File: src/common/isa_pkg.sv
// ISA definitions for the front end: instruction format, opcodes and pre-decode
`default_nettype none

package isa_pkg;

	// Opcodes with both top bits set are vector operations
	typedef enum logic [6:0] {
		OP_NOP  = 7'h00,
		OP_INT  = 7'h01,
		OP_BSR  = 7'h02,
		OP_ADD  = 7'h10,
		OP_SUB  = 7'h11,
		OP_AND  = 7'h12,
		OP_OR   = 7'h13,
		OP_XOR  = 7'h14,
		OP_VADD = 7'h60,
		OP_VSUB = 7'h61,
		OP_VMUL = 7'h62
	} opcode_t;

	// Register format; a BSR reuses bits 31:7 as a signed byte displacement
	typedef struct packed {
		logic [4:0] ext;
		logic [4:0] rc;
		logic [4:0] rb;
		logic [4:0] ra;
		logic [4:0] rt;
		opcode_t    opcode;
	} instruction_t;

	typedef struct packed {
		instruction_t ins;
		logic [4:0]   rt;
		logic [4:0]   ra;
		logic [4:0]   rb;
		logic [4:0]   rc;
		logic         vec;
	} ex_instruction_t;

	localparam instruction_t NOP_INS = '{
		ext: 5'd0, rc: 5'd0, rb: 5'd0, ra: 5'd0, rt: 5'd0, opcode: OP_NOP
	};

	function automatic logic is_vector(opcode_t op);
		return op[6] & op[5];
	endfunction

	// Pulls the register fields out so later stages can rename them
	function automatic ex_instruction_t predecode(instruction_t ins);
		ex_instruction_t ex;
		ex.ins = ins;
		ex.rt  = ins.rt;
		ex.ra  = ins.ra;
		ex.rb  = ins.rb;
		ex.rc  = ins.rc;
		ex.vec = is_vector(ins.opcode);
		return ex;
	endfunction

	function automatic logic [31:0] bsr_disp(instruction_t ins);
		logic [31:0] w;
		w = ins;
		return {{7{w[31]}}, w[31:7]};
	endfunction

endpackage

`default_nettype wire
File: src/common/frontend_pkg.sv
// Front-end address types, slot payload and sizing constants
`default_nettype none

package frontend_pkg;

	// ========================================================================
	// Sizes
	// ========================================================================

	// Instructions handled per fetch group and per get
	localparam int SLOTS = 4;

	// Two 256-bit cache lines side by side
	localparam int LINE_BITS = 512;

	// Worst case is four vector instructions at the longest vector length
	localparam int EXP_DEPTH = 16;
	localparam int MAX_VL = 4;

	// ========================================================================
	// Addresses
	// ========================================================================

	typedef logic [31:0] pc_address_t;

	// A zero micro-code address marks an ordinary instruction
	typedef logic [11:0] mc_address_t;

	localparam pc_address_t RSTPC = 32'hFFFC_0000;

	// Entry count of the drain buffer, wide enough to hold EXP_DEPTH itself
	typedef logic [$clog2(EXP_DEPTH + 1)-1:0] count_t;

	// ========================================================================
	// Slot payload
	// ========================================================================

	typedef struct packed {
		isa_pkg::ex_instruction_t ins;
		pc_address_t              pc;
		mc_address_t              mcip;
	} slot_t;

endpackage

`default_nettype wire

File: src/verilog/bsr_detect.sv
// BSR detector: finds the first branch-to-subroutine in the group and its target
`timescale 1ns/1ps
`default_nettype none

module bsr_detect
(
	input  wire frontend_pkg::slot_t [frontend_pkg::SLOTS-1:0] slot_i,
	input  wire logic                                         valid_i,
	output logic                                              do_bsr_o,
	output frontend_pkg::pc_address_t                         bsr_tgt_o
);

	logic [frontend_pkg::SLOTS-1:0] is_bsr;
	frontend_pkg::pc_address_t [frontend_pkg::SLOTS-1:0] tgt;

	// Targets for every slot are formed in parallel
	always_comb
	begin
		int k;

		for (k = 0; k < frontend_pkg::SLOTS; k++)
		begin
			is_bsr[k] = valid_i && slot_i[k].ins.ins.opcode == isa_pkg::OP_BSR;
			tgt[k]    = slot_i[k].pc + isa_pkg::bsr_disp(slot_i[k].ins.ins);
		end
	end

	always_comb
		do_bsr_o = |is_bsr;

	// Walk from the top slot down so the lowest BSR ends up selected
	always_comb
	begin
		int k;

		bsr_tgt_o = frontend_pkg::RSTPC;
		for (k = frontend_pkg::SLOTS - 1; k >= 0; k--)
		begin
			if (is_bsr[k])
				bsr_tgt_o = tgt[k];
		end
	end

endmodule

`default_nettype wire

File: config.mk
export PLATFORM = sky130hd
export DESIGN_NAME = bsr_detect
export DESIGN_NICKNAME = d
export VERILOG_FILES = /design/src/common/isa_pkg.sv /design/src/common/frontend_pkg.sv /design/src/verilog/bsr_detect.sv
export SDC_FILE = /design/constraint.sdc
export NUM_CORES = 1
export LEC_CHECK = 0
export BUFFER_PORTS_ARGS = -buffer_cell sky130_fd_sc_hd__buf_2
export CAP_MARGIN = 5
export CORE_AREA = 8 8 158 160
export DETAILED_ROUTE_END_ITERATION = 12
export DIE_AREA = 0 0 166 168
export PLACE_DENSITY = 0.63
export SLEW_MARGIN = 40
export SYNTH_ARGS = -nofsm -noshare
export SYNTH_HDL_FRONTEND = slang
export SYNTH_SLANG_ARGS = --single-unit
File: constraint.sdc
create_clock -name vclk -period 7.7
set_input_delay 2.31 -clock vclk [all_inputs]
set_output_delay 2.31 -clock vclk [all_outputs]
set_load 0.02 [all_outputs]
**Word-level counts from Yosys, hierarchy flattened**

Index checks and enable logic that the tools add are counted.

- Flip-flop bits (word level): 0
- Bits in latches: 0
- Bits in writable memories: 0
- Memory bits (read-only): 0
- Input bits: 389
- Output and inout port bits: 33
- Memories kept: 0

- $add $sub $neg: 4
- $mul: 0
- Divide/modulo/power cells: 0
- Order comparisons: 0
- Eq/ne operators: 4
- Shift operators: 0
- Multiplexer cells: 4
- Bitwise operators: 0
- Reductions and logical operators: 5

Operators with widths:

| operator | count |
|---|---|
| $add 32x32->32 | 4 |
| $mux 32 | 4 |
| $eq 7x2->1 const B | 4 |
| $logic_and 1x1->1 | 4 |
| $reduce_or 4->1 | 1 |

**Logic depth before layout (Yosys ltp)**

- Depth after elaboration: 6
- Gate-level depth with buffers: 12
- Depth with buffers taken out: 12

**Least setup slack after synthesis**

No wires, ideal clock.

- Path type: input -> output
- Start: in slot_i[206] (netlist name)
- End: out bsr_tgt_o[26]
- Arrival time: 4,872 ps
- Required time: 5,390 ps
- Path slack: 518 ps
- Cell stages on the path: 11
- Buffers on the path: 0
- Cells stage by stage: ha_1 > fa_1 > a211oi_2 > o21ai_0 > a21o_1 > a41oi_2 > o221a_2 > o21bai_1 > xor2_1 > nor2_1 > o32ai_1

- Longest elaborated chain between the ends: 4

Ends and longest elaborated chain:

| item | RTL line | RTL |
|---|---|---|
| start, declared | bsr_detect.sv:7 | `input wire frontend_pkg::slot_t [frontend_pkg::SLOTS-1:0] slot_i,` |
| $add 32x32->32 | bsr_detect.sv:24 | `tgt[k] = slot_i[k].pc + isa_pkg::bsr_disp(slot_i[k].ins.ins);` |
| $mux 32 (3 in series) | bsr_detect.sv:39 | `if (is_bsr[k])` |
| end, declared | bsr_detect.sv:10 | `output frontend_pkg::pc_address_t bsr_tgt_o` |

No other way between the ends.

**Final worst setup path**

- Start: in slot_i[212] (netlist name)
- End: out bsr_tgt_o[29]

Same word-level chain as after synthesis.

==> flow_summary.ini <==
[run_status]
status = finished, final reports clean

[drt]
drc = 0
vias = 9316
initialDrtViolationCount = 701
finalWirelength_um = 30700
drt_pre_antenna_iters = 5
routedWlPerCell_um = 18.68
antenna_left = 0
vias_per_cell = 5.667

[finish]
multiInputGateArea_um2 = 7211
drive_gt1_share_pct = 25.68
diodes = 0
ff_latch_area_um2 = 0
nFlopsAndLatches = 0
areaGrowthSynthToFinish_pct = 25.37
final_area_um2 = 9306
fill_cells = 2405
finalNetCount = 1878
nClkBuffers = 0
final_core_util_pct = 41.61

[min_path]
hp-class = input pin to primary output

[synth]
ys_types = 82
avgSynthCellArea_um2 = 6.861
synth_area_leader_cell = ha_1
yosysMostFrequentCell = a21oi_1
yosysWarningCount = 0
netlist_area_um2 = 7423
yosysTopAreaCellShare_pct = 20.90
netlist_top_cells_area = ha_1 (21%), a21oi_1 (9.2%), xnor2_1 (7.4%), xor2_1 (5.7%), nand2_1 (5.2%)
syn_nets = 1599
synth_common_cells = a21oi_1 (136), ha_1 (124), nand2_1 (103)
seq_area_frac_synth_pct = 0
syn_inst = 1082

[sta]
holdWs_ps = 5139
worst_pin_slew_ps = 766.4
setup_viol = 0
min_period_over_period_pct = 98.12
max_slew_margin_pct = 48.85
setup-tns-final_ps = 0
clock.fmax_mhz = 132.4
maxSlewViolCount = 0
finalCriticalPeriod_ps = 7555
final-hold-violation-count = 0

[floorplanning]
start_util_pct = 33.19
die_width_um = 166
core_area_um2 = 22370
die_h_um = 168
ios = 422
die_area_um2 = 27890
num_rows = 55

[setup_path]
arrival_ps = 5250
crit_fanout = 5
crit_required_ps = 5390
worstSetupEndpointType = primary output
crit_type = input pin to primary output
startpoint_type = input pin

[global_routing]
grt_pass1_wl_um = 47820
first_global_vias = 9238
gr-total-overflow = 0
grt_max_degree = 28
antenna_found_initial = 1
grt_usage_pct = 20.52

[place]
placed_cell_area_um2 = 9250
port_buffers = 290
dp_hpwl_um = 26860
gp_congestion = 0.9228

[power]
p_switching_uw = 393.3
vdd_ir_drop_max_mv = 0.03698
combPwrFrac_pct = 100.0
seq_power_share_pct = 0
switching_share_pct = 56.35
clock_power_share_pct = 0
intPower_uw = 304.6
p_leak_uw = 0.004353
powerDensity_nw_per_um2 = 74.99

[flow_run]
maxCapViolations = 0
metal layers:
metal  vias up  global-route usage [%]  share of wire (%)
met4         2                   3.992                2.2
met5         -                       0              0.042
met3        42                   2.526                5.9
li1       4707                       -                  -
met1      4226                   27.81                 47
met2       339                   34.43                 45
worst max-delay path, stage by stage:
cell and delay, ps:
buf_2 100, ha_1 370, nand3_2 120, a2111oi_2 410, nor2_2 140, nand3_4 110, a311oi_4 130, o41ai_2 440
mux2_4 350, a221oi_2 320, a2bb2oi_1 240, buf_2 200
power groups by stage:
stage	Clock (µW)	Combinational (µW)	Sequential [µW]
after global routing	0	773	0
after CTS	0	686	0
after detailed placement	0	681	0
after global placement	0	679	0
final	0	698	0
after floorplan	0	483	0
stage by stage:
step           setup slack, ps  power [µW]  std cells
2_1_floorplan            518.3       483.3       1082
3_3_place_gp             83.86       678.9       1643
3_5_place_dp             108.5       680.9       1643
4_1_cts                  69.83       686.3       1643
5_1_grt                 -2.450       772.8       1644
6_report                 144.7       697.9       1644
cell usage in the layout, fill, tap and decap left out, types with 12 or more instances in the layout:
master,n
a211oi_1,12
a21o_1,39
a21oi_1,136
a31oi_1,16
and2_1,12
buf_2,289
buf_4,25
ha_1,124
inv_1,28
nand2_1,103
nand3_1,24
nand4_1,14
nor2_1,88
nor3_1,25
o211ai_1,22
o21ai_0,65
o21ai_1,16
o21bai_1,13
o221ai_1,20
o31ai_1,15
xnor2_1,63
xor2_1,48
cell type report:
class                      instances  area share [%]
multi-input combinational       1017           77.48
timing repair buffer             314           17.56
tap                              285           3.832
inverter                          28           1.129
kinds of logic (layout without fill, tap and decap cells):
logic type | count (synthesis) | after routing | synth area share [%]
mux | 6 | 6 | 0.8933
fa+ha+maj | 128 | 128 | 21.98
compound gates | 441 | 441 | 39.15
simple gates | 331 | 331 | 21.39
buf+inv | 65 | 342 | 3.489
xor+xnor | 111 | 111 | 13.10
what timing repair did:
item                                   in CTS  in global routing
hold buffers                                0                  0
gates resized for setup                     0                 10
endpoints found under the hold margin       0                  0
buffers inserted                            0                  1
setup endpoints to repair                   0                  5
path summary, 6_finish.rpt:
path	start	endpoint	slack, ps	depth (start not counted)
max	slot_i[212]	bsr_tgt_o[29]	140	12
min	slot_i[358]	do_bsr_o	5140	5
Note: power is estimated with default switching activity, not from simulation.
