File: src/common/isa_pkg.sv
// ISA definitions for the front end: instruction format, opcodes and pre-decode
`default_nettype none

package isa_pkg;

	// Opcodes with both top bits set are vector operations
	typedef enum logic [6:0] {
		OP_NOP  = 7'h00,
		OP_INT  = 7'h01,
		OP_BSR  = 7'h02,
		OP_ADD  = 7'h10,
		OP_SUB  = 7'h11,
		OP_AND  = 7'h12,
		OP_OR   = 7'h13,
		OP_XOR  = 7'h14,
		OP_VADD = 7'h60,
		OP_VSUB = 7'h61,
		OP_VMUL = 7'h62
	} opcode_t;

	// Register format; a BSR reuses bits 31:7 as a signed byte displacement
	typedef struct packed {
		logic [4:0] ext;
		logic [4:0] rc;
		logic [4:0] rb;
		logic [4:0] ra;
		logic [4:0] rt;
		opcode_t    opcode;
	} instruction_t;

	typedef struct packed {
		instruction_t ins;
		logic [4:0]   rt;
		logic [4:0]   ra;
		logic [4:0]   rb;
		logic [4:0]   rc;
		logic         vec;
	} ex_instruction_t;

	localparam instruction_t NOP_INS = '{
		ext: 5'd0, rc: 5'd0, rb: 5'd0, ra: 5'd0, rt: 5'd0, opcode: OP_NOP
	};

	function automatic logic is_vector(opcode_t op);
		return op[6] & op[5];
	endfunction

	// Pulls the register fields out so later stages can rename them
	function automatic ex_instruction_t predecode(instruction_t ins);
		ex_instruction_t ex;
		ex.ins = ins;
		ex.rt  = ins.rt;
		ex.ra  = ins.ra;
		ex.rb  = ins.rb;
		ex.rc  = ins.rc;
		ex.vec = is_vector(ins.opcode);
		return ex;
	endfunction

	function automatic logic [31:0] bsr_disp(instruction_t ins);
		logic [31:0] w;
		w = ins;
		return {{7{w[31]}}, w[31:7]};
	endfunction

endpackage

`default_nettype wire
File: src/common/frontend_pkg.sv
// Front-end address types, slot payload and sizing constants
`default_nettype none

package frontend_pkg;

	// ========================================================================
	// Sizes
	// ========================================================================

	// Instructions handled per fetch group and per get
	localparam int SLOTS = 4;

	// Two 256-bit cache lines side by side
	localparam int LINE_BITS = 512;

	// Worst case is four vector instructions at the longest vector length
	localparam int EXP_DEPTH = 16;
	localparam int MAX_VL = 4;

	// ========================================================================
	// Addresses
	// ========================================================================

	typedef logic [31:0] pc_address_t;

	// A zero micro-code address marks an ordinary instruction
	typedef logic [11:0] mc_address_t;

	localparam pc_address_t RSTPC = 32'hFFFC_0000;

	// Entry count of the drain buffer, wide enough to hold EXP_DEPTH itself
	typedef logic [$clog2(EXP_DEPTH + 1)-1:0] count_t;

	// ========================================================================
	// Slot payload
	// ========================================================================

	typedef struct packed {
		isa_pkg::ex_instruction_t ins;
		pc_address_t              pc;
		mc_address_t              mcip;
	} slot_t;

endpackage

`default_nettype wire

File: src/extract/vec_expand.sv
// Vector expander: unrolls vector slots into element instructions packed in slot order
`timescale 1ns/1ps
`default_nettype none

module vec_expand
(
	input  wire logic                                         clk,
	input  wire logic                                         rst_i,
	input  wire frontend_pkg::slot_t [frontend_pkg::SLOTS-1:0] slot_i,
	input  wire logic                                         valid_i,
	input  wire logic [2:0]                                   vl_i,
	output frontend_pkg::slot_t [frontend_pkg::EXP_DEPTH-1:0] exp_o,
	output frontend_pkg::count_t                              count_o
);

	logic [frontend_pkg::SLOTS-1:0] vec_flags;

	always_comb
	begin
		int k;

		for (k = 0; k < frontend_pkg::SLOTS; k++)
			vec_flags[k] = slot_i[k].ins.vec;
	end

	// ========================================================================
	// Element list
	// ========================================================================

	// Each element steps rt, ra and rb by its index and keeps rc, pc and mcip
	always_comb
	begin
		int s;
		int e;
		logic [2:0] n;
		frontend_pkg::count_t idx;
		frontend_pkg::slot_t el;

		exp_o = '0;
		idx   = '0;
		el    = '0;
		for (s = 0; s < frontend_pkg::SLOTS; s++)
		begin
			n = slot_i[s].ins.vec ? vl_i : 3'd1;
			for (e = 0; e < frontend_pkg::MAX_VL; e++)
			begin
				if (valid_i && e < int'(n))
				begin
					el        = slot_i[s];
					el.ins.rt = slot_i[s].ins.rt + 5'(e);
					el.ins.ra = slot_i[s].ins.ra + 5'(e);
					el.ins.rb = slot_i[s].ins.rb + 5'(e);
					// Loop bounds cap the list at EXP_DEPTH entries
					exp_o[idx[3:0]] = el;
					idx = idx + frontend_pkg::count_t'(1);
				end
			end
		end
		count_o = idx;
	end

	// The vector length is captured with the group on the fetch side
	a_vl_legal: assert property (@(posedge clk) disable iff (rst_i)
		(valid_i && |vec_flags) |-> (vl_i >= 3'd1 && vl_i <= 3'(frontend_pkg::MAX_VL)));

endmodule

`default_nettype wire

File: config.mk
export PLATFORM = sky130hd
export DESIGN_NAME = vec_expand
export DESIGN_NICKNAME = d
export VERILOG_FILES = /design/src/common/isa_pkg.sv /design/src/common/frontend_pkg.sv /design/src/extract/vec_expand.sv
export SDC_FILE = /design/constraint.sdc
export NUM_CORES = 2
export LEC_CHECK = 0
export BUFFER_PORTS_ARGS = -buffer_cell sky130_fd_sc_hd__clkbuf_2
export CAP_MARGIN = 20
export CELL_PAD_IN_SITES_DETAIL_PLACEMENT = 1
export CELL_PAD_IN_SITES_GLOBAL_PLACEMENT = 1
export CORE_AREA = 4 4 769 771
export DETAILED_ROUTE_END_ITERATION = 16
export DIE_AREA = 0 0 773 775
export PLACE_DENSITY_LB_ADDON = 0.1
export SLEW_MARGIN = 20
export SYNTH_ARGS = -nofsm -noshare
export SYNTH_HDL_FRONTEND = slang
export SYNTH_SLANG_ARGS = --single-unit
File: constraint.sdc
create_clock -name vclk -period 21.8
set_input_delay 0 -clock vclk [all_inputs]
set_output_delay 0 -clock vclk [all_outputs]
set_load 0.01 [all_outputs]
==> results.md <==
* Measured slew at the worst slew-check pin at 1.44 ns
* CLK BUF at 0
* Net total in the final layout at 13,800
* Number of cells upsized or downsized after cts at 0
* Sequential cell area in the final layout at 0 µm²
* Multi-input gate area in the final layout at 67,200 µm²
* Warnings, synthesis at 0
* Via count of the first global-routing pass at 106,000
* Max stage delay on crit path at 0.83 ns
* Kind of start point of the critical path: primary input
* Number of buffers inserted by hold repair at cts at 0
* Final sequential cell count at 0
* Unique masters post-synth at 104
* Crit path kind: in -> out
* Vias per cell at 5.39
* Final count of hold timing violations at 0
* DRC violation count after routing at 0
* DRT Pass-1 Iters at 8
* First-pass GRT wire length at 1290 mm
* Cells after Synth at 12,500
* Final Setup Violations at 0
* Netlist area before placement at 73,200 µm²
* Total GRT Usage at 32.6%
* Count of input and output buffers at 1,949
* Fraction of the yosys area taken by sequential cells at 0%
* Fin crit share at 76.9%
* Count of antenna-violating nets left after detailed routing at 0
* Via count at 115,000
* Detailed placement HPWL at 799 mm
* Chip Width at 773 µm
* Worst endpoint required time at 21.80 ns
* Routability-driven placement congestion ratio at 0.987
* Synthesized area divided by synthesized cell count at 5.88 µm²
* Time the final worst path needs with I/O delays and setup at 16.77 ns
* Worst EP arrival at 16.77 ns
* Start point of the worst min-delay path: slot_i[87]
* Overflow after GRT at 0
* Wire per inst at 48.5 µm
* Unrepaired setup endpoints after global routing: no
* Total die area at 599,000 µm²
* Kind of end point of the critical path: output port
* Library cell contributing the largest single delay on the critical path: sky130_fd_sc_hd__a21boi_0
* Max Clock Freq at 59.6 MHz
* Area of the core at 584,000 µm²
* Critical-path maximum fanout at 43
* Vert. Die Dim at 775 µm
* Class of the tightest hold or removal check: in -> out
* Number of antenna violations at the first check in global routing at 263
* End of the worst hold path: exp_o[378]
* Largest net degree at the start of global routing at 148
* Count of cells along the worst hold path at 5
* Outcome: completed
* Number of buffers added for setup after CTS at 0
* Site Rows at 281
* Relative area change from synthesis to final layout at 26.9%
* Count of pins on the block boundary at 1,951
* Number of violations reported at the end of detailed-routing iteration 0 at 15,900
* Rel. slew slack at 2.96%
* Share of layout cells above drive strength 1 at 28.2%
* Starting density of the core at 12.5%
* Max Slew Vio Count at 0
* Most repeated library cell on the critical path: sky130_fd_sc_hd__ha_1
* Number of max-cap violations at 0
* Total Wirelength at 1030 mm
* Syn nets at 13,000
* Filler Cell Count at 72,300
* Final setup TNS at 0 ns
cell type report:
type | count | share of cell area [%]
Timing Repair Buffer | 2632 | 16.2
Antenna cell | 228 | 0.614
Inverter | 80 | 0.331
Multi-Input combinational cell | 10600 | 72.3
Tap cell | 7782 | 10.5
critical path, delay by kind of cell:
kind,cells,cell delay [ns]
AO/OA/AOI/OAI,12,4.37
adder cells (fa/ha/maj),11,4.04
buffers and inverters,14,3.92
AND/OR/NAND/NOR,14,3.58
multiplexers,1,0.42
how the worst max path moves through the flow:
stage            start           to  slack (ns)  depth (start not counted)
3_3_place_gp   vl_i[0]  exp_o[1256]        5.53                         52
3_5_place_dp   vl_i[0]  exp_o[1256]        5.39                         52
4_1_cts        vl_i[0]  exp_o[1256]        5.36                         52
6_report       vl_i[0]  exp_o[1256]        5.03                         52
2_1_floorplan  valid_i  exp_o[1390]       10.21                         55
5_1_grt        vl_i[0]  exp_o[1256]        4.53                         52
placed cells by master, fill, tap and decap left out, types with 22 or more instances in the layout:
cell,instances
sky130_fd_sc_hd__nand2_1,2413
sky130_fd_sc_hd__nor4_1,47
sky130_fd_sc_hd__a31oi_1,137
sky130_fd_sc_hd__nand3_1,377
sky130_fd_sc_hd__o211ai_1,260
sky130_fd_sc_hd__nor3_1,186
sky130_fd_sc_hd__a22oi_1,260
sky130_fd_sc_hd__o22ai_1,147
sky130_fd_sc_hd__clkbuf_2,1948
sky130_fd_sc_hd__a21o_1,31
sky130_fd_sc_hd__nand4_1,63
sky130_fd_sc_hd__a221oi_1,70
sky130_fd_sc_hd__a21oi_1,1217
sky130_fd_sc_hd__a211o_1,33
sky130_fd_sc_hd__nor3_2,22
sky130_fd_sc_hd__mux2i_1,190
sky130_fd_sc_hd__a211oi_1,210
sky130_fd_sc_hd__and3_1,294
sky130_fd_sc_hd__inv_1,62
sky130_fd_sc_hd__xor2_1,39
sky130_fd_sc_hd__mux2_2,814
sky130_fd_sc_hd__o31ai_1,50
sky130_fd_sc_hd__a22o_1,27
sky130_fd_sc_hd__and2_1,56
sky130_fd_sc_hd__a2111oi_0,29
sky130_fd_sc_hd__buf_4,664
sky130_fd_sc_hd__o221ai_1,53
sky130_fd_sc_hd__xnor2_1,79
sky130_fd_sc_hd__mux2_1,466
sky130_fd_sc_hd__nor2_1,756
sky130_fd_sc_hd__o2111ai_1,38
sky130_fd_sc_hd__diode_2,228
sky130_fd_sc_hd__mux2_4,46
sky130_fd_sc_hd__o21ai_0,1484
sky130_fd_sc_hd__o21a_1,27
sky130_fd_sc_hd__ha_1,105
synthesized netlist by cell type (31+ instances only):
master	n	share of area, %
sky130_fd_sc_hd__nand4_1	63	0.54
sky130_fd_sc_hd__a31oi_1	139	1.2
sky130_fd_sc_hd__o221ai_1	53	0.63
sky130_fd_sc_hd__o2111ai_1	39	0.47
sky130_fd_sc_hd__xor2_1	58	0.69
sky130_fd_sc_hd__o22ai_1	150	1.3
sky130_fd_sc_hd__o21ai_0	1494	10
sky130_fd_sc_hd__ha_1	108	1.8
sky130_fd_sc_hd__xnor2_1	102	1.2
sky130_fd_sc_hd__mux2i_1	194	2.7
sky130_fd_sc_hd__a22oi_1	261	2.7
sky130_fd_sc_hd__mux2_1	466	7.2
sky130_fd_sc_hd__mux2_2	814	13
sky130_fd_sc_hd__mux2_4	46	0.94
sky130_fd_sc_hd__nor2_1	763	3.9
sky130_fd_sc_hd__a2111oi_0	41	0.49
sky130_fd_sc_hd__nor4_1	59	0.50
sky130_fd_sc_hd__clkbuf_1	1447	7.4
sky130_fd_sc_hd__nand2_1	2416	12
sky130_fd_sc_hd__o211ai_1	260	2.7
sky130_fd_sc_hd__inv_1	63	0.32
sky130_fd_sc_hd__a21oi_1	1228	8.4
sky130_fd_sc_hd__a21o_1	31	0.32
sky130_fd_sc_hd__nor3_1	213	1.5
sky130_fd_sc_hd__nand3_1	392	2.7
sky130_fd_sc_hd__buf_1	155	0.79
sky130_fd_sc_hd__buf_2	113	0.77
sky130_fd_sc_hd__and2_1	56	0.48
sky130_fd_sc_hd__and3_1	301	2.6
sky130_fd_sc_hd__o31ai_1	54	0.55
sky130_fd_sc_hd__a211oi_1	219	2.2
sky130_fd_sc_hd__a211o_1	33	0.39
sky130_fd_sc_hd__buf_4	42	0.43
sky130_fd_sc_hd__a221oi_1	70	0.84
metrics by stage:
step	instance area (µm²)	cells	util (%)	setup slack, ns	hold WS (ns)
floorplan	73200	12500	-	10.21	0.135
global placement	92200	21100	15.8	5.53	0.674
detailed placement	92300	21100	15.8	5.39	0.660
CTS	92300	21100	15.8	5.36	0.672
global route	92700	21200	15.9	4.53	0.749
finish	92900	21300	15.9	5.03	0.688
per-layer routing:
layer | global-route usage [%] | up-vias | part of all wire (%)
met2 | 48.7 | 6785 | 42
met3 | 8.23 | 1171 | 8.9
li1 | - | 46900 | -
met4 | 17.3 | 52 | 6.7
met5 | 0 | - | 0.035
met1 | 42.8 | 59900 | 43
cell families after synthesis:
family                     after synthesis  synth area share [%]
buffers and inverters                 1860                  10.2
AOI/OAI and AO/OA                     4398                  36.4
muxes                                 1520                  23.3
adders and majority gates              108                  1.85
and+or+nand+nor                       4394                  26.0
xor gates and xnor gates               172                  2.29
