[config.mk]
export PLATFORM = sky130hd
export DESIGN_NAME = line_align
export DESIGN_NICKNAME = d
export VERILOG_FILES = /design/src/common/isa_pkg.sv /design/src/common/frontend_pkg.sv /design/src/extract/line_align.sv
export SDC_FILE = /design/constraint.sdc
export NUM_CORES = 1
export LEC_CHECK = 0
export BUFFER_PORTS_ARGS = -buffer_cell sky130_fd_sc_hd__clkbuf_2
export CAP_MARGIN = 20
export CELL_PAD_IN_SITES_DETAIL_PLACEMENT = 0
export CELL_PAD_IN_SITES_GLOBAL_PLACEMENT = 1
export CORE_AREA = 2 2 361 363
export DETAILED_ROUTE_END_ITERATION = 8
export DIE_AREA = 0 0 363 365
export PLACE_DENSITY = 0.32
export SLEW_MARGIN = 20
export SYNTH_ARGS = -nofsm -noshare
export SYNTH_HDL_FRONTEND = slang
export SYNTH_SLANG_ARGS = --single-unit
[constraint.sdc]
create_clock -name vclk -period 9.5
set_input_delay 1.9 -clock vclk [all_inputs]
set_output_delay 1.9 -clock vclk [all_outputs]
set_load 0.02 [all_outputs]
[src/common/isa_pkg.sv]
// ISA definitions for the front end: instruction format, opcodes and pre-decode
`default_nettype none

package isa_pkg;

	// Opcodes with both top bits set are vector operations
	typedef enum logic [6:0] {
		OP_NOP  = 7'h00,
		OP_INT  = 7'h01,
		OP_BSR  = 7'h02,
		OP_ADD  = 7'h10,
		OP_SUB  = 7'h11,
		OP_AND  = 7'h12,
		OP_OR   = 7'h13,
		OP_XOR  = 7'h14,
		OP_VADD = 7'h60,
		OP_VSUB = 7'h61,
		OP_VMUL = 7'h62
	} opcode_t;

	// Register format; a BSR reuses bits 31:7 as a signed byte displacement
	typedef struct packed {
		logic [4:0] ext;
		logic [4:0] rc;
		logic [4:0] rb;
		logic [4:0] ra;
		logic [4:0] rt;
		opcode_t    opcode;
	} instruction_t;

	typedef struct packed {
		instruction_t ins;
		logic [4:0]   rt;
		logic [4:0]   ra;
		logic [4:0]   rb;
		logic [4:0]   rc;
		logic         vec;
	} ex_instruction_t;

	localparam instruction_t NOP_INS = '{
		ext: 5'd0, rc: 5'd0, rb: 5'd0, ra: 5'd0, rt: 5'd0, opcode: OP_NOP
	};

	function automatic logic is_vector(opcode_t op);
		return op[6] & op[5];
	endfunction

	// Pulls the register fields out so later stages can rename them
	function automatic ex_instruction_t predecode(instruction_t ins);
		ex_instruction_t ex;
		ex.ins = ins;
		ex.rt  = ins.rt;
		ex.ra  = ins.ra;
		ex.rb  = ins.rb;
		ex.rc  = ins.rc;
		ex.vec = is_vector(ins.opcode);
		return ex;
	endfunction

	function automatic logic [31:0] bsr_disp(instruction_t ins);
		logic [31:0] w;
		w = ins;
		return {{7{w[31]}}, w[31:7]};
	endfunction

endpackage

`default_nettype wire
[src/common/frontend_pkg.sv]
// Front-end address types, slot payload and sizing constants
`default_nettype none

package frontend_pkg;

	// ========================================================================
	// Sizes
	// ========================================================================

	// Instructions handled per fetch group and per get
	localparam int SLOTS = 4;

	// Two 256-bit cache lines side by side
	localparam int LINE_BITS = 512;

	// Worst case is four vector instructions at the longest vector length
	localparam int EXP_DEPTH = 16;
	localparam int MAX_VL = 4;

	// ========================================================================
	// Addresses
	// ========================================================================

	typedef logic [31:0] pc_address_t;

	// A zero micro-code address marks an ordinary instruction
	typedef logic [11:0] mc_address_t;

	localparam pc_address_t RSTPC = 32'hFFFC_0000;

	// Entry count of the drain buffer, wide enough to hold EXP_DEPTH itself
	typedef logic [$clog2(EXP_DEPTH + 1)-1:0] count_t;

	// ========================================================================
	// Slot payload
	// ========================================================================

	typedef struct packed {
		isa_pkg::ex_instruction_t ins;
		pc_address_t              pc;
		mc_address_t              mcip;
	} slot_t;

endpackage

`default_nettype wire

[src/extract/line_align.sv]
// Line aligner: cuts four words out of the line pair at the fetch PC and pre-decodes them
`timescale 1ns/1ps
`default_nettype none

module line_align
(
	input  wire logic [frontend_pkg::LINE_BITS-1:0]        line_i,
	input  wire frontend_pkg::pc_address_t                 pc_i,
	output frontend_pkg::slot_t [frontend_pkg::SLOTS-1:0]  slot_o
);

	logic [frontend_pkg::SLOTS*32-1:0] aligned;

	// PC bits 4:2 pick the starting word; four words always fit in the pair
	always_comb
		aligned = (frontend_pkg::SLOTS*32)'(line_i >> {pc_i[4:2], 5'd0});

	always_comb
	begin
		int k;

		for (k = 0; k < frontend_pkg::SLOTS; k++)
		begin
			slot_o[k].ins  = isa_pkg::predecode(isa_pkg::instruction_t'(aligned[k*32 +: 32]));
			slot_o[k].pc   = pc_i + frontend_pkg::pc_address_t'(4 * k);
			// Fetched words never come from micro-code
			slot_o[k].mcip = '0;
		end
	end

endmodule

`default_nettype wire

## After elaboration in Yosys (flattened, before gate mapping)

Index checks and enable logic that the tools add are counted.

- Register bits after elaboration: 0
- Input bits: 544
- Output and inout bits: 388
- Word-level logic and storage cells: 8

- Add/sub/neg operators: 3
- Shift operators: 1
- Bitwise logic cells: 4

Operators with widths:

| kind | number |
|---|---|
| 512-bit by 8-bit right shift with 128-bit output | 1 |
| 32-bit by 4-bit adder with 32-bit output (second input constant) | 2 |
| 32-bit by 3-bit adder with 32-bit output (second input constant) | 1 |
| 1-bit AND | 4 |

## Longest topological paths before layout

- Depth in word-level cells: 2
- Mapped depth: 9
- Gate-level depth less buffers: 6

## Worst setup path before layout

OpenSTA, ideal clock, no wires.

- Path type: input-to-output
- Start point: in pc_i[2]
- End point: out slot_o[329] (netlist bit)
- Arrival: 4.178 ns
- Required time: 7.600 ns
- Slack: 3.422 ns
- Stages on the path: 9
- Path buffers: 4
- Cells stage by stage: buf_4 -> buf_2 -> buf_4 -> buf_2 -> inv_1 -> ha_1 -> nor3_1 -> or3b_1 -> xnor2_1

RTL lines:

| what | line | source |
|---|---|---|
| start: declaration | line_align.sv:8 | `input wire frontend_pkg::pc_address_t pc_i,` |
| end: declaration | line_align.sv:9 | `output frontend_pkg::slot_t [frontend_pkg::SLOTS-1:0] slot_o` |

==> tab_implementation.tex <==
\begin{tabular}{lr}
\hline
Metric & Value \\
\hline
\multicolumn{2}{l}{\textbf{Global route}} \\
\quad Number of antenna violations at the first check in global routing & 26 \\
\quad Peak-usage layer in the global routing report & met2 \\
\quad Maximum number of pins on one net before global-route repair & 156 \\
\quad Global-route usage over all layers & 9.456\% \\
\quad Global routing met2 resource utilization & 16.72\% \\
\quad Vias in the first global route & 12,290 \\
\quad Total congestion overflow & 0 \\
\quad Met3 routing resource usage after global routing & 3.366\% \\
\quad Wire length of the first global-routing pass & 91,880 um \\
\quad Global-route met1 utilization & 11.13\% \\
\multicolumn{2}{l}{\textbf{Worst setup path}} \\
\quad Worst Setup End Kind & primary output \\
\quad Nature of the critical path startpoint & primary input \\
\quad Required time worst endpoint & 7600 ps \\
\quad Worst endpoint data arrival time & 4910 ps \\
\quad Class of the most critical setup path & in -> out \\
\quad Maximum fanout along the worst path & 89 \\
\multicolumn{2}{l}{\textbf{Floorplanning}} \\
\quad Effective utilization at floorplan & 7.938\% \\
\quad Area enclosed by the die boundary & 0.1325 mm2 \\
\quad Height of the die & 365 um \\
\quad DIE WIDTH & 363 um \\
\quad \# rows & 132 \\
\quad I/O pin cnt & 932 \\
\quad Core Area & 0.1287 mm2 \\
\multicolumn{2}{l}{\textbf{Status}} \\
\quad Result of the run & finished, final reports clean \\
\multicolumn{2}{l}{\textbf{Power and ir drop}} \\
\quad Peak supply drop & 0.02332 mV \\
\quad Power per cell area & 61.95 mW/mm2 \\
\quad Cell leakage power & 6.949 nW \\
\multicolumn{2}{l}{\textbf{Placed design}} \\
\quad Post-placement setup slack & 2763 ps \\
\quad Placed wire-length estimate after detailed placement & 58,830 um \\
\quad Buffers on Ports & 714 \\
\quad Global placement routability congestion & 0.7681 \\
\multicolumn{2}{l}{\textbf{STA}} \\
\quad Unrepaired setup endpoints after global routing & no \\
\quad Setup\_tns & 0 ps \\
\quad Setup Viol. Count Final & 0 \\
\quad Slew headroom & 4.923\% \\
\quad Worst setup margin & 2690 ps \\
\quad Number of pins exceeding their max-slew limit in the final report & 0 \\
\quad Period utilisation layout & 71.69\% \\
\quad Final Hold Violating Endpoints & 0 \\
\quad Transition at the pin with the smallest max-transition slack & 1411 ps \\
\quad Period minus WS final & 6810 ps \\
\quad Peak Freq & 146.8 MHz \\
\multicolumn{2}{l}{\textbf{Worst hold path}} \\
\quad Launch point of the worst hold path & pc\_i[1] \\
\quad Hold endpoint & slot\_o[110] \\
\quad Hold Path Class & in -> out \\
\quad Hold Path Depth & 0 \\
\multicolumn{2}{l}{\textbf{Logic synthesis}} \\
\quad Simple logic cell fraction of the synthesized area & 24.01\% \\
\quad Compound-Gate Fraction of Synth Area & 11.91\% \\
\quad Mapped Avg Cell Area & 6.542 um2 \\
\quad Synthesized-area fraction occupied by xor and xnor cells & 7.192\% \\
\quad Leading post-synthesis cells by cell area & sky130\_fd\_sc\_hd\_\_mux2i\_1 27\%, sky130\_fd\_sc\_hd\_\_buf\_4 14\%, sky130\_fd\_sc\_hd\_\_nand2\_1 11\% \\
\quad Cell count after synthesis & 1,561 \\
\quad Number of distinct standard cells referenced by the synthesized netlist & 35 \\
\quad Multiplexer share of the synthesized area & 36.76\% \\
\quad Cell area after technology mapping & 0.01021 mm2 \\
\quad Post-synthesis share of cell area spent on full adders, half adders and majority gates & 0.4901\% \\
\quad Sequential element share of the synthesized area & 0\% \\
\quad Synth top area share & 27.05\% \\
\quad Combinational family with the most area after synthesis & multiplexers \\
\quad Most area-hungry cell type in the Yosys netlist & sky130\_fd\_sc\_hd\_\_mux2i\_1 \\
\quad Number of warnings printed during yosys synthesis & 0 \\
\multicolumn{2}{l}{\textbf{Layout}} \\
\quad FFs \& Latches & 0 \\
\quad Area Growth Syn to Fin & 40.36\% \\
\quad Area of the multi-input gates & 0.008387 mm2 \\
\quad Layout cells sized above 1 & 40.67\% \\
\quad Number of filler cells placed in the layout & 15,280 \\
\quad Clock buf count & 0 \\
\quad Sequential cell area & 0 um2 \\
\quad Nets@finish & 2,586 \\
\multicolumn{2}{l}{\textbf{Route}} \\
\quad Iteration count of the initial detailed-routing pass & 4 \\
\quad DRT iter0 DRCs & 433 \\
\quad Remaining DRCs & 0 \\
\quad Average via count per standard cell & 3.315 \\
\quad Via count of the routed design & 12,330 \\
\quad Wire length after detailed routing & 68,320 um \\
\quad DR WL/cell & 18.37 um \\
\quad Antenna Nets Post-Route & 0 \\
\multicolumn{2}{l}{\textbf{Run}} \\
\quad Max-cap check violation count & 0 \\
\multicolumn{2}{l}{\textbf{Clocking}} \\
\quad Post-CTS resize count & 0 \\
\quad Number of setup buffers added after CTS & 0 \\
\quad Hold buffer count at CTS & 0 \\
\hline
\end{tabular}
## how the worst max path moves through the flow
stage	start	to	slack, ps	cells past startpoint
floorplan	pc_i[2]	slot_o[329]	3420	9
global placement	pc_i[3]	slot_o[327]	2760	7
detailed placement	pc_i[3]	slot_o[327]	2760	7
CTS	pc_i[3]	slot_o[327]	2740	7
global route	pc_i[2]	slot_o[180]	2660	7
finish	pc_i[2]	slot_o[46]	2690	6
## per-layer routing
metal	vias to the layer above	part of all wire [%]
met5	-	0.29
met4	28	1.4
met3	56	9.1
met2	540	48
met1	5549	41
li1	6156	-
## stage by stage
step / instances / power (mW) / util [%] / area (um2) / hold slack (ps)
2_1_floorplan: 1608 / 0.6095 / - / 10390 / 3899
3_3_place_gp: 3711 / 0.9198 / 11.13 / 14310 / 3800
3_5_place_dp: 3711 / 0.9119 / 11.13 / 14310 / 3800
4_1_cts: 3711 / 0.9148 / 11.13 / 14310 / 3800
5_1_grt: 3714 / 0.9741 / 11.13 / 14320 / 3800
6_report: 3719 / 0.8879 / 11.14 / 14330 / 3800
## where the power goes
| group | switching, mW | internal, mW |
|---|---|---|
| Sequential | 0 | 0 |
| Clock | 0 | 0.000000114 |
| Combinational | 0.588 | 0.300 |
## kinds of logic (layout without fill, tap and decap cells)
family / count (synthesis) / after routing
multiplexers: 356 / 356
other: 1 / 56
AO/OA/AOI/OAI: 243 / 243
buffers and inverters: 316 / 744
AND/OR/NAND/NOR: 558 / 558
XOR/XNOR: 83 / 83
adder cells (fa/ha/maj): 4 / 4
## critical path, cell delays in order
cell and delay, ps:
sky130_fd_sc_hd__buf_8 540, sky130_fd_sc_hd__buf_12 460, sky130_fd_sc_hd__mux2_2 290, sky130_fd_sc_hd__a21oi_1 60
sky130_fd_sc_hd__o21ai_0 1100, sky130_fd_sc_hd__clkbuf_2 350
## final cells by class
| cell class | instances | area share (%) |
|---|---|---|
| Antenna cell | 8 | 0.1397 |
| Inverter | 10 | 0.2793 |
| Multi-Input combinational cell | 1292 | 58.51 |
| Tap cell | 1675 | 14.62 |
| Timing Repair Buffer | 734 | 26.45 |
## layout by cell type (no fill, tap or decap), types with 2 or more instances in the layout
cell and count:
sky130_fd_sc_hd__nor2_1 75, sky130_fd_sc_hd__diode_2 8, sky130_fd_sc_hd__nand3_4 2, sky130_fd_sc_hd__mux2i_1 276
sky130_fd_sc_hd__xor2_1 27, sky130_fd_sc_hd__nand3_1 118, sky130_fd_sc_hd__or4_4 2, sky130_fd_sc_hd__buf_8 3
sky130_fd_sc_hd__conb_1 48, sky130_fd_sc_hd__nor3_1 18, sky130_fd_sc_hd__mux4_2 8, sky130_fd_sc_hd__a21oi_1 61
sky130_fd_sc_hd__ha_1 4, sky130_fd_sc_hd__or3_1 2, sky130_fd_sc_hd__mux2_2 72, sky130_fd_sc_hd__clkbuf_2 711
sky130_fd_sc_hd__and2_1 3, sky130_fd_sc_hd__nand2_1 309, sky130_fd_sc_hd__nand4_1 12, sky130_fd_sc_hd__nand4_2 2
sky130_fd_sc_hd__inv_1 9, sky130_fd_sc_hd__buf_12 3, sky130_fd_sc_hd__o21ai_0 182, sky130_fd_sc_hd__nor4_1 7
sky130_fd_sc_hd__xnor2_1 55, sky130_fd_sc_hd__nor4_2 4, sky130_fd_sc_hd__buf_4 17
## Yosys cell counts, types with 2 or more instances
cell type,count
sky130_fd_sc_hd__nor4_1,7
sky130_fd_sc_hd__mux4_2,8
sky130_fd_sc_hd__buf_4,185
sky130_fd_sc_hd__buf_2,40
sky130_fd_sc_hd__ha_1,4
sky130_fd_sc_hd__inv_1,9
sky130_fd_sc_hd__or4_4,2
sky130_fd_sc_hd__nor2_1,75
sky130_fd_sc_hd__a21oi_1,61
sky130_fd_sc_hd__buf_1,20
sky130_fd_sc_hd__mux2_2,72
sky130_fd_sc_hd__and2_1,3
sky130_fd_sc_hd__nor4_2,4
sky130_fd_sc_hd__or3_1,2
sky130_fd_sc_hd__xnor2_1,55
sky130_fd_sc_hd__nand2_1,309
sky130_fd_sc_hd__xor2_1,27
sky130_fd_sc_hd__clkbuf_1,52
sky130_fd_sc_hd__nand4_2,2
sky130_fd_sc_hd__clkbuf_8,4
sky130_fd_sc_hd__o21ai_0,182
sky130_fd_sc_hd__nand3_4,2
sky130_fd_sc_hd__nand3_1,118
sky130_fd_sc_hd__nor3_1,18
sky130_fd_sc_hd__mux2i_1,276
sky130_fd_sc_hd__nand4_1,12
sky130_fd_sc_hd__buf_6,4
(Power assumes the default switching activity.)
