$ cat config.mk
export PLATFORM = sky130hd
export DESIGN_NAME = slot_mux
export DESIGN_NICKNAME = d
export VERILOG_FILES = /design/src/common/isa_pkg.sv /design/src/common/frontend_pkg.sv /design/src/extract/slot_mux.sv
export SDC_FILE = /design/constraint.sdc
export NUM_CORES = 1
export LEC_CHECK = 0
export BUFFER_PORTS_ARGS = -buffer_cell sky130_fd_sc_hd__buf_2
export CAP_MARGIN = 20
export CORE_MARGIN = 2
export CORE_UTILIZATION = 42
export CTS_BUF_LIST = sky130_fd_sc_hd__clkbuf_8
export DETAILED_ROUTE_END_ITERATION = 12
export GPL_TIMING_DRIVEN = 0
export PLACE_DENSITY = 0.79
export SETUP_SLACK_MARGIN = 0.2
export SYNTH_ARGS = -nofsm -noshare
export SYNTH_HDL_FRONTEND = slang
export SYNTH_SLANG_ARGS = --single-unit
$ cat constraint.sdc
create_clock -name clk -period 2.7 [get_ports clk]
set_clock_uncertainty 0.2 [all_clocks]
set_input_delay 0.405 -clock clk [delete_from_list [all_inputs] [get_ports clk]]
set_output_delay 0.405 -clock clk [all_outputs]
set_load 0.005 [all_outputs]
$ cat src/common/isa_pkg.sv
// ISA definitions for the front end: instruction format, opcodes and pre-decode
`default_nettype none

package isa_pkg;

	// Opcodes with both top bits set are vector operations
	typedef enum logic [6:0] {
		OP_NOP  = 7'h00,
		OP_INT  = 7'h01,
		OP_BSR  = 7'h02,
		OP_ADD  = 7'h10,
		OP_SUB  = 7'h11,
		OP_AND  = 7'h12,
		OP_OR   = 7'h13,
		OP_XOR  = 7'h14,
		OP_VADD = 7'h60,
		OP_VSUB = 7'h61,
		OP_VMUL = 7'h62
	} opcode_t;

	// Register format; a BSR reuses bits 31:7 as a signed byte displacement
	typedef struct packed {
		logic [4:0] ext;
		logic [4:0] rc;
		logic [4:0] rb;
		logic [4:0] ra;
		logic [4:0] rt;
		opcode_t    opcode;
	} instruction_t;

	typedef struct packed {
		instruction_t ins;
		logic [4:0]   rt;
		logic [4:0]   ra;
		logic [4:0]   rb;
		logic [4:0]   rc;
		logic         vec;
	} ex_instruction_t;

	localparam instruction_t NOP_INS = '{
		ext: 5'd0, rc: 5'd0, rb: 5'd0, ra: 5'd0, rt: 5'd0, opcode: OP_NOP
	};

	function automatic logic is_vector(opcode_t op);
		return op[6] & op[5];
	endfunction

	// Pulls the register fields out so later stages can rename them
	function automatic ex_instruction_t predecode(instruction_t ins);
		ex_instruction_t ex;
		ex.ins = ins;
		ex.rt  = ins.rt;
		ex.ra  = ins.ra;
		ex.rb  = ins.rb;
		ex.rc  = ins.rc;
		ex.vec = is_vector(ins.opcode);
		return ex;
	endfunction

	function automatic logic [31:0] bsr_disp(instruction_t ins);
		logic [31:0] w;
		w = ins;
		return {{7{w[31]}}, w[31:7]};
	endfunction

endpackage

`default_nettype wire
$ cat src/common/frontend_pkg.sv
// Front-end address types, slot payload and sizing constants
`default_nettype none

package frontend_pkg;

	// ========================================================================
	// Sizes
	// ========================================================================

	// Instructions handled per fetch group and per get
	localparam int SLOTS = 4;

	// Two 256-bit cache lines side by side
	localparam int LINE_BITS = 512;

	// Worst case is four vector instructions at the longest vector length
	localparam int EXP_DEPTH = 16;
	localparam int MAX_VL = 4;

	// ========================================================================
	// Addresses
	// ========================================================================

	typedef logic [31:0] pc_address_t;

	// A zero micro-code address marks an ordinary instruction
	typedef logic [11:0] mc_address_t;

	localparam pc_address_t RSTPC = 32'hFFFC_0000;

	// Entry count of the drain buffer, wide enough to hold EXP_DEPTH itself
	typedef logic [$clog2(EXP_DEPTH + 1)-1:0] count_t;

	// ========================================================================
	// Slot payload
	// ========================================================================

	typedef struct packed {
		isa_pkg::ex_instruction_t ins;
		pc_address_t              pc;
		mc_address_t              mcip;
	} slot_t;

endpackage

`default_nettype wire

$ cat src/extract/slot_mux.sv
// Slot register: substitutes squash NOPs, interrupts or micro-code into one fetch slot
`timescale 1ns/1ps
`default_nettype none

module slot_mux
(
	input  wire logic                      clk,
	input  wire logic                      rst_i,
	input  wire logic                      adv_i,
	input  wire logic                      clr_i,
	input  wire logic                      nop_i,
	input  wire logic                      branchmiss_i,
	input  wire frontend_pkg::pc_address_t misspc_i,
	input  wire logic                      hirq_i,
	input  wire logic [8:0]                vect_i,
	input  wire logic                      mipv_i,
	input  wire frontend_pkg::mc_address_t mcip_i,
	input  wire isa_pkg::instruction_t     mc_ins_i,
	input  wire frontend_pkg::slot_t       fetch_i,
	output frontend_pkg::slot_t            slot_o,
	output logic                           valid_o
);

	frontend_pkg::slot_t nxt;
	logic squash;

	// Anything ahead of the miss address belongs to the wrong path
	always_comb
		squash = nop_i || (branchmiss_i && misspc_i > fetch_i.pc);

	// ========================================================================
	// Substitution, highest priority first
	// ========================================================================

	always_comb
	begin
		nxt.pc = fetch_i.pc;
		if (squash)
		begin
			nxt.ins  = isa_pkg::predecode(isa_pkg::NOP_INS);
			nxt.mcip = '0;
		end
		else if (hirq_i)
		begin
			// The vector number rides in the displacement field of the INT
			nxt.ins  = isa_pkg::predecode(
				isa_pkg::instruction_t'({16'd0, vect_i, isa_pkg::OP_INT}));
			nxt.mcip = '0;
		end
		else if (mipv_i)
		begin
			nxt.ins  = isa_pkg::predecode(mc_ins_i);
			nxt.mcip = mcip_i;
		end
		else
		begin
			nxt.ins  = fetch_i.ins;
			nxt.mcip = '0;
		end
	end

	always_ff @(posedge clk)
	begin
		if (adv_i)
			slot_o <= nxt;
	end

	// A new group takes priority over the load that drains the old one
	always_ff @(posedge clk)
	begin
		if (rst_i)
			valid_o <= 1'b0;
		else if (adv_i)
			valid_o <= 1'b1;
		else if (clr_i)
			valid_o <= 1'b0;
	end

	// The top only loads a registered group, so a drain never meets an empty slot
	a_clr_needs_valid: assert property (@(posedge clk) disable iff (rst_i)
		!(adv_i && clr_i && !valid_o));

endmodule

`default_nettype wire

### Word level (Yosys, flattened, before mapping)

Cells that the tools add are included.

| operators by class | value |
|---|---|
| mux-type cells | 4 |
| bitwise operators | 2 |
| reductions and logical operators | 5 |
| order comparisons | 1 |

Operator list:

| kind | count |
|---|---|
| $mux W53 | 1 |
| $mux W37 | 1 |
| $gt A32 B32 Y1 | 1 |
| $reduce_or A3 Y1 | 1 |
| $mux W1 | 2 |
| $reduce_bool A2 Y1 | 1 |
| $reduce_or A2 Y1 | 1 |
| $and A1 B1 Y1 | 1 |
| $logic_and A1 B1 Y1 | 1 |
| $logic_or A1 B1 Y1 | 1 |
| $not A1 Y1 | 1 |

| word-level totals | value |
|---|---|
| input bits | 190 |
| bits in registers | 98 |
| logic and storage cells | 29 |
| output and inout bits | 98 |

### Longest topological paths before layout

Gate-level depths: netlist of run 1.

| logic depth | value |
|---|---|
| depth in word-level cells | 4 |
| gate-level depth with buffers | 10 |
| mapped depth without buffers | 8 |

### Worst setup path after synthesis of run 1

OpenSTA, ideal clock, no wires.

| path | value |
|---|---|
| path type | input port to flip-flop |
| from | in fetch_i[26] (netlist bit) |
| to | reg slot_o[45] (netlist bit) (data pin) |
| setup time | 0.171 ns |
| required time | 2.329 ns |
| arrival time | 2.245 ns |
| buffers on the path | 2 |
| path slack | 0.084 ns |
| cell stages on the path | 10 |
| cell sequence | inv_1 > ha_1 > nand4_1 > or3_1 > or4_1 > o21ai_1 > a21oi_1 > buf_6 > buf_6 > nor4_2 |

| on the way | value |
|---|---|
| word-level cells in the longest chain between the ends | 4 |

RTL lines:

| what | RTL line | source |
|---|---|---|
| start, declared | slot_mux.sv:19 | `input wire frontend_pkg::slot_t fetch_i,` |
| $gt A32 B32 Y1 | slot_mux.sv:29 | `squash = nop_i \|\| (branchmiss_i && misspc_i > fetch_i.pc);` |
| $logic_and A1 B1 Y1 | slot_mux.sv:29 |  |
| $logic_or A1 B1 Y1 | slot_mux.sv:29 |  |
| $reduce_or A2 Y1 (no source line) | - |  |
| end signal, assigned | slot_mux.sv:65 | `slot_o <= nxt;` |
| end, declared | slot_mux.sv:20 | `output frontend_pkg::slot_t slot_o,` |

Every way passes these cells.
A chain may end at the register's enable or synchronous reset.

### Final worst setup path of run 1

| path | value |
|---|---|
| from | in fetch_i[16] (netlist bit) |
| to | reg slot_o[59] (netlist bit) (data pin) |

The elaborated chain is that of the path after synthesis.

==> reports/summary.txt, run 1 <==
CP startpoint kind = input pin
Die width = 115 um
Worst-skew pair later-pin latency = 0.37 ns
Synth warn = 0
Initial Util = 43.0%
Via/cell ratio = 5.08
# diodes = 0
DP HPWL = 12100 um
HP Class = input pin to flop
Worst VDD drop = 245 uV
Sequential group share of total power = 51.6%
Clock power frac = 25.9%
Synthesized Nets = 646
Cell family with most CP delay = simple AND/OR/NAND/NOR gates
Reg-to-Reg Start = valid_o
Via count = 4548
Num rows = 40
Status = complete, no violations
Register area share after synthesis = 56.5%
Layout cells sized above 1 = 53.0%
WS Path Type = input pin to flop
Top post-synthesis cells by area = edfxtp_1, ha_1, nor4_2
Root Driver = clkbuf_8
IO Count = 288
PwrDens = 461 nW/um^2
Syn Inst Count = 424
H-tree level count = 3
Largest net degree at the start of global routing = 55
Fill count = 933
Switch share = 27.2%
Worst Path Required = 2.69 ns
Gate power share = 22.5%
Data arrival, critical path = 2.54 ns
Critical path, cell by cell = buf_2 -> inv_1 -> ha_4 -> nand4_1 -> or3_4 -> or4_4 -> o21ai_4 -> a21oi_4 -> buf_8 -> clkbuf_16 -> nor4_4
Core Util, Final = 64.0%
Total CTS buffers = 9
Tcrit/Tclk final = 94.5%
CTS tree = done
Max incr delay on CP = 0.44 ns
CP startpoint = fetch_i[16]
Synth top area share = 56.1%
Gr usage total = 22.3%
Seq cells post-synth = 98
Crit Path Max Fanout = 6
Drt drc = 0
Initial antenna violation count = 0
Sw power = 0.968 mW
Core ar. = 12100 um^2
Die Area = 13300 um^2
Distinct cells, synth = 32
Static leakage = 3.39 nW
Hold Startpoint = fetch_i[24]
IO buf count = 272
Max-cap violations = 0
P_int = 2.59 mW
Crit-path slowest cell = or4_4
Total Wirelength = 15900 um
Post-synth top area cell = edfxtp_1
Chip height = 115 um
Reg clk slew, reported paths = 0.10 ns
Tmin final = 2.55 ns
RSZ-0062 raised after global routing = yes
Synth Area per Inst = 12.2 um^2
DR pass1 iterations = 4
Synth Cell Area = 5190 um^2
Slew margin rel. = 21.4%
Synth-to-Final Area Change = 48.7%
NumNets Final = 944
Power Total = 3.56 mW
Post-DRT Antenna Nets = 0
Vias in the first global route = 4609
Multi-input gate area = 2390 um^2
Endpoints failing setup = 0
Gpl congestion = 0.843
Fin. Hold Viols = 0
Slew @ Worst Pin = 1.18 ns
Final Max Slew Viols = 0
Drt wl/cell = 17.7 um
Grt ovf = 0
1st-iter DRT viols = 339
Buffer depth of the longest clock path = 2
Max frequency = 0.392 GHz
Register Area = 2930 um^2
First-pass GRT wire length = 22400 um
Worst setup EP type = flop
WP buf/inv = 4
Clock sinks = 98
[final timing paths]
check	endpoint	slack [ns]	depth (start not counted)
max	slot_o[59]	0.15	11
min	slot_o[24]	0.02	1
max reg2reg	valid_o	1.89	2
min reg2reg	valid_o	0.32	2
[per-stage QoR]
step                hold slack [ns]  setup TNS (ns)  instance area [um^2]  std cells  worst slack, ns
floorplan                     0.275               0                  5410        424            0.156
global placement              0.263          -14.13                  6980        864           -0.349
detailed placement            0.297          -15.87                  7010        865           -0.339
CTS                        0.000305               0                  7240        882            0.131
global route                 0.0102               0                  7720        895           0.0723
finish                       0.0249               0                  7720        895            0.149
[cell type report]
| class | instances | share of cell area, % |
|---|---|---|
| well taps | 168 | 2.72 |
| multi-input cells | 239 | 30.9 |
| flip-flops and latches | 98 | 38.0 |
| repair buffers | 287 | 20.5 |
| plain buffers | 27 | 2.27 |
| clock inverters | 7 | 0.745 |
| inverters | 60 | 3.24 |
| clock buffers | 9 | 1.60 |
[what timing repair did]
action | CTS | global route
pin swaps | 1 | 12
cloned | 0 | 2
setup endpoints to repair | 52 | 65
setup buffers | 0 | 6
resized for setup | 8 | 57
hold buffers | 1 | 5
hold endpoints to repair | 1 | 5
[power groups by stage]
stage          sequential, mW  combinational (mW)  clock, mW
3_5_place_dp             1.87               0.702          0
6_report                 1.84               0.800      0.924
2_1_floorplan            1.89               0.296          0
4_1_cts                  1.84               0.712      0.953
5_1_grt                  1.85               0.874       1.00
3_3_place_gp             1.87               0.671          0
[registers in the layout, indices dropped and copies added (netlist names)]
| signal | cells |
|---|---|
| slot_o | 97 |
| valid_o | 1 |
[layer usage]
layer	global-route usage, %	up-vias	share of wire (%)
li1	-	2150	-
met1	24.6	2156	37
met2	40.6	212	53
met3	5.06	30	7.8
met4	10.2	0	2.8
met5	0	-	0
[worst register-to-register path, stage by stage (launching register included)]
cell and delay (ns):
dfxtp_1 0.32, a21oi_1 0.14, nor2_1 0.05
[Yosys cell counts (all sizes together)]
cell type,number
or2,1
o21a,1
nor4b,12
o31ai,1
nor2,20
a211oi,2
or4,1
a41o,1
nor2b,3
o211ai,2
nand2b,1
nor3,4
buf,6
a21o,6
nor4,34
mux2i,33
a31oi,1
or3,1
clkbuf,21
inv,60
o21ai,20
a21oi,31
nand4,8
edfxtp,97
a221o,1
nand3,3
dfxtp,1
ha,32
nand2,20
[logic make-up after synthesis]
kind of cell	count (synthesis)	synth area share, %
DFF	98	56.5
buffers and inverters	87	7.04
AOI/OAI and AO/OA	66	7.16
and+or+nand+nor	108	15.3
muxes	33	6.36
adders and majority gates	32	7.71
[cells in the final DEF (no fill, tap or decap), drive strengths merged, types with 2 or more instances in the layout]
master,count
a211oi,2
a21o,6
a21oi,31
buf,286
clkbuf,31
dlygate4sd3,6
edfxtp,97
ha,32
inv,64
mux2i,33
nand2,20
nand3,3
nand4,8
nor2,20
nor2b,3
nor3,4
nor4,34
nor4b,12
o211ai,2
o21ai,20
(Power assumes the default switching activity.)
==> run 2, diff against run 1 <==
--- a/config.mk
+++ b/config.mk
@@ -13,7 +13,7 @@
 export DETAILED_ROUTE_END_ITERATION = 12
 export GPL_TIMING_DRIVEN = 0
 export PLACE_DENSITY = 0.79
-export SETUP_SLACK_MARGIN = 0.2
+export SETUP_SLACK_MARGIN = 0.4
 export SYNTH_ARGS = -nofsm -noshare
 export SYNTH_HDL_FRONTEND = slang
 export SYNTH_SLANG_ARGS = --single-unit
==> reports/summary.txt, run 2 (same netlist as run 1, synthesis figures left out) <==
Initial Util = 43.0% (unchanged)
Slew margin rel. = 21.9% (+0.49 points)
First-pass GRT wire length = 24300 um (+8.3%)
Core ar. = 12100 um^2 (unchanged)
Final Max Slew Viols = 0 (unchanged)
Reg clk slew, reported paths = 0.10 ns (about the same)
Metal1 wirelength = 6000 um (+2.9%)
Gr usage total = 24.5% (+2.3 points)
Layout cells sized above 1 = 55.7% (+2.7 points)
DP HPWL = 12400 um (+2.4%)
Via/cell ratio = 5.19 (+2.2%)
Data arrival, critical path = 2.52 ns (-0.02 ns)
DR pass1 iterations = 5 (+1)
Crit-path slowest cell = or4_4
Final Worst Setup Slack = 0.183 ns (+0.0343 ns)
Num rows = 40 (unchanged)
Crit Path Max Fanout = 8 (+2)
WL met3 = 1380 um (+11%)
Fin. Hold Viols = 0 (unchanged)
Largest register FFs = 97 (unchanged)
Buffer depth of the longest clock path = 2 (unchanged)
Core Util, Final = 71.5% (+7.4 points)
Pre-CTS setup slack = -0.351 ns (-0.0125 ns)
Clock sinks = 98 (unchanged)
Slew @ Worst Pin = 1.17 ns (-0.00736 ns)
Max-cap violations = 0 (unchanged)
NumNets Final = 977 (+3.5%)
1st-iter DRT viols = 351 (+3.5%)
Worst setup EP type = flop
Root Driver = clkbuf_8
Topmost layer with routed signal wires = met4
Grt ovf = 0 (unchanged)
Biggest registers after layout = slot_o (97), valid_o (1)
Vias in the first global route = 4808 (+4.3%)
Worst Path Required = 2.70 ns (about the same)
Max frequency = 0.397 GHz (+1.4%)
H-tree level count = 3 (unchanged)
Synth-to-Final Area Change = 66.0%
Commonest non-fill, non-tap cell in the layout = buf_2
Critical path, cell by cell = buf_2 -> ha_4 -> nand4_1 -> or2_4 -> or4_4 -> o21ai_4 -> a21oi_4 -> buf_12 -> clkbuf_16 -> nor4_4
Die width = 115 um (unchanged)
Static leakage = 3.71 nW (+9.3%)
IO Count = 288 (unchanged)
Worst-skew pair later-pin latency = 0.37 ns (about the same)
Chip height = 115 um (unchanged)
Most frequent cells in the layout = buf_2, edfxtp_1, inv_1, mux2i_1
RSZ-0062 raised after global routing = yes
HP Class = input pin to flop
Largest net degree at the start of global routing = 64 (+16%)
Total CTS buffers = 9 (unchanged)
WS Path Type = input pin to flop
Total Wirelength = 17700 um (+12%)
Via count = 4826 (+6.1%)
Endpoints failing setup = 0 (unchanged)
Max incr delay on CP = 0.55 ns (+0.11 ns)
Fill count = 788 (-16%)
Dpl cells = 865 (unchanged)
Post-Layout Cell Count = 929 (+3.8%)
Drt drc = 0 (unchanged)
PwrDens = 450 nW/um^2 (-2.4%)
Status = complete, no violations
Drt wl/cell = 19.1 um (+7.8%)
Tcrit/Tclk final = 93.2% (-1.3 points)
Post-DRT Antenna Nets = 0 (unchanged)
Met2 wire len = 9670 um (+16%)
Die Area = 13300 um^2 (unchanged)
Initial antenna violation count = 1 (+1)
TNS Setup = 0 ns (unchanged)
CTS tree = done
CP startpoint kind = input pin
Worst VDD drop = 248 uV (+1.3%)
Tmin final = 2.52 ns (-0.0343 ns)
Gpl congestion = 0.890 (+5.5%)
IO buf count = 272 (unchanged)
Biggest register = slot_o
==> run 2: changes by cell type in the layout (fill, tap and decap cells not counted), moves of 4 or more <==
cell	delta
buf_2	-23
buf_6	+21
dlygate4sd3_1	+15
buf_4	+11
nor4_2	-11
nor4_4	+11
nor4b_4	+9
inv_1	-6
inv_4	+6
nor4b_2	-6
buf_8	+4
inv_2	-4
nor3_1	-4
==> run 2: where the power goes <==
group | total, mW | switching [mW] | leakage [nW] | internal [mW]
Sequential | 1.84 | 0.0346 | 0.943 | 1.80
Combinational | 0.971 | 0.495 | 2.66 | 0.476
Clock | 1.07 | 0.548 | 0.111 | 0.523
Total | 3.88 | 1.08 | 3.71 | 2.80
==> run 2: layout make-up <==
type	count	area (um^2)	share of cell area [%]
tap	168	210	2.44
buffer	27	193	2.24
timing repair buffer	320	2110	24.4
multi-input combinational	239	2690	31.3
clock buffer	9	124	1.44
inverter	60	265	3.08
antenna	1	2.50	0.0290
sequential	98	2930	34.0
clock inverter	7	91.3	1.06
==> run 2: worst paths after layout <==
check | from | endpoint | slack (ns) | cells past startpoint
max | misspc_i[26] | slot_o[66] | 0.18 | 10
min | fetch_i[14] | slot_o[14] | 0.02 | 1
max reg2reg | valid_o | valid_o | 1.90 | 2
min reg2reg | valid_o | valid_o | 0.32 | 2
==> run 2: metal layers <==
layer / GRT usage, % / up-vias
met3: 4.64 / 50
met5: 0 / -
met4: 12.9 / 0
met2: 46.4 / 258
met1: 25.5 / 2289
li1: - / 2229
==> run 2: repair_timing <==
action                                  in CTS  in global routing
gates cloned                                 2                  4
endpoints found under the setup margin      65                 65
setup buffers                               10                 10
resized for setup                           87                 61
endpoints found under the hold margin       18                  3
hold buffers                                18                  3
pin swaps                                   26                 17
==> run 2: critical path: cells and delay by family <==
| family | cells | cell delay (ns) |
|---|---|---|
| AND/OR/NAND/NOR | 4 | 1.17 |
| AO/OA/AOI/OAI | 2 | 0.23 |
| adder cells (fa/ha/maj) | 1 | 0.26 |
| buffers and inverters | 3 | 0.45 |
==> run 2: stage by stage <==
step	total power, mW	cell area [um^2]	hold WS (ns)
after floorplan	2.18	5410	0.275
after global placement	2.55	6980	0.263
after detailed placement	2.58	7010	0.307
after CTS	3.76	8020	0.00117
after global routing	4.02	8620	0.00793
final	3.88	8620	0.0222
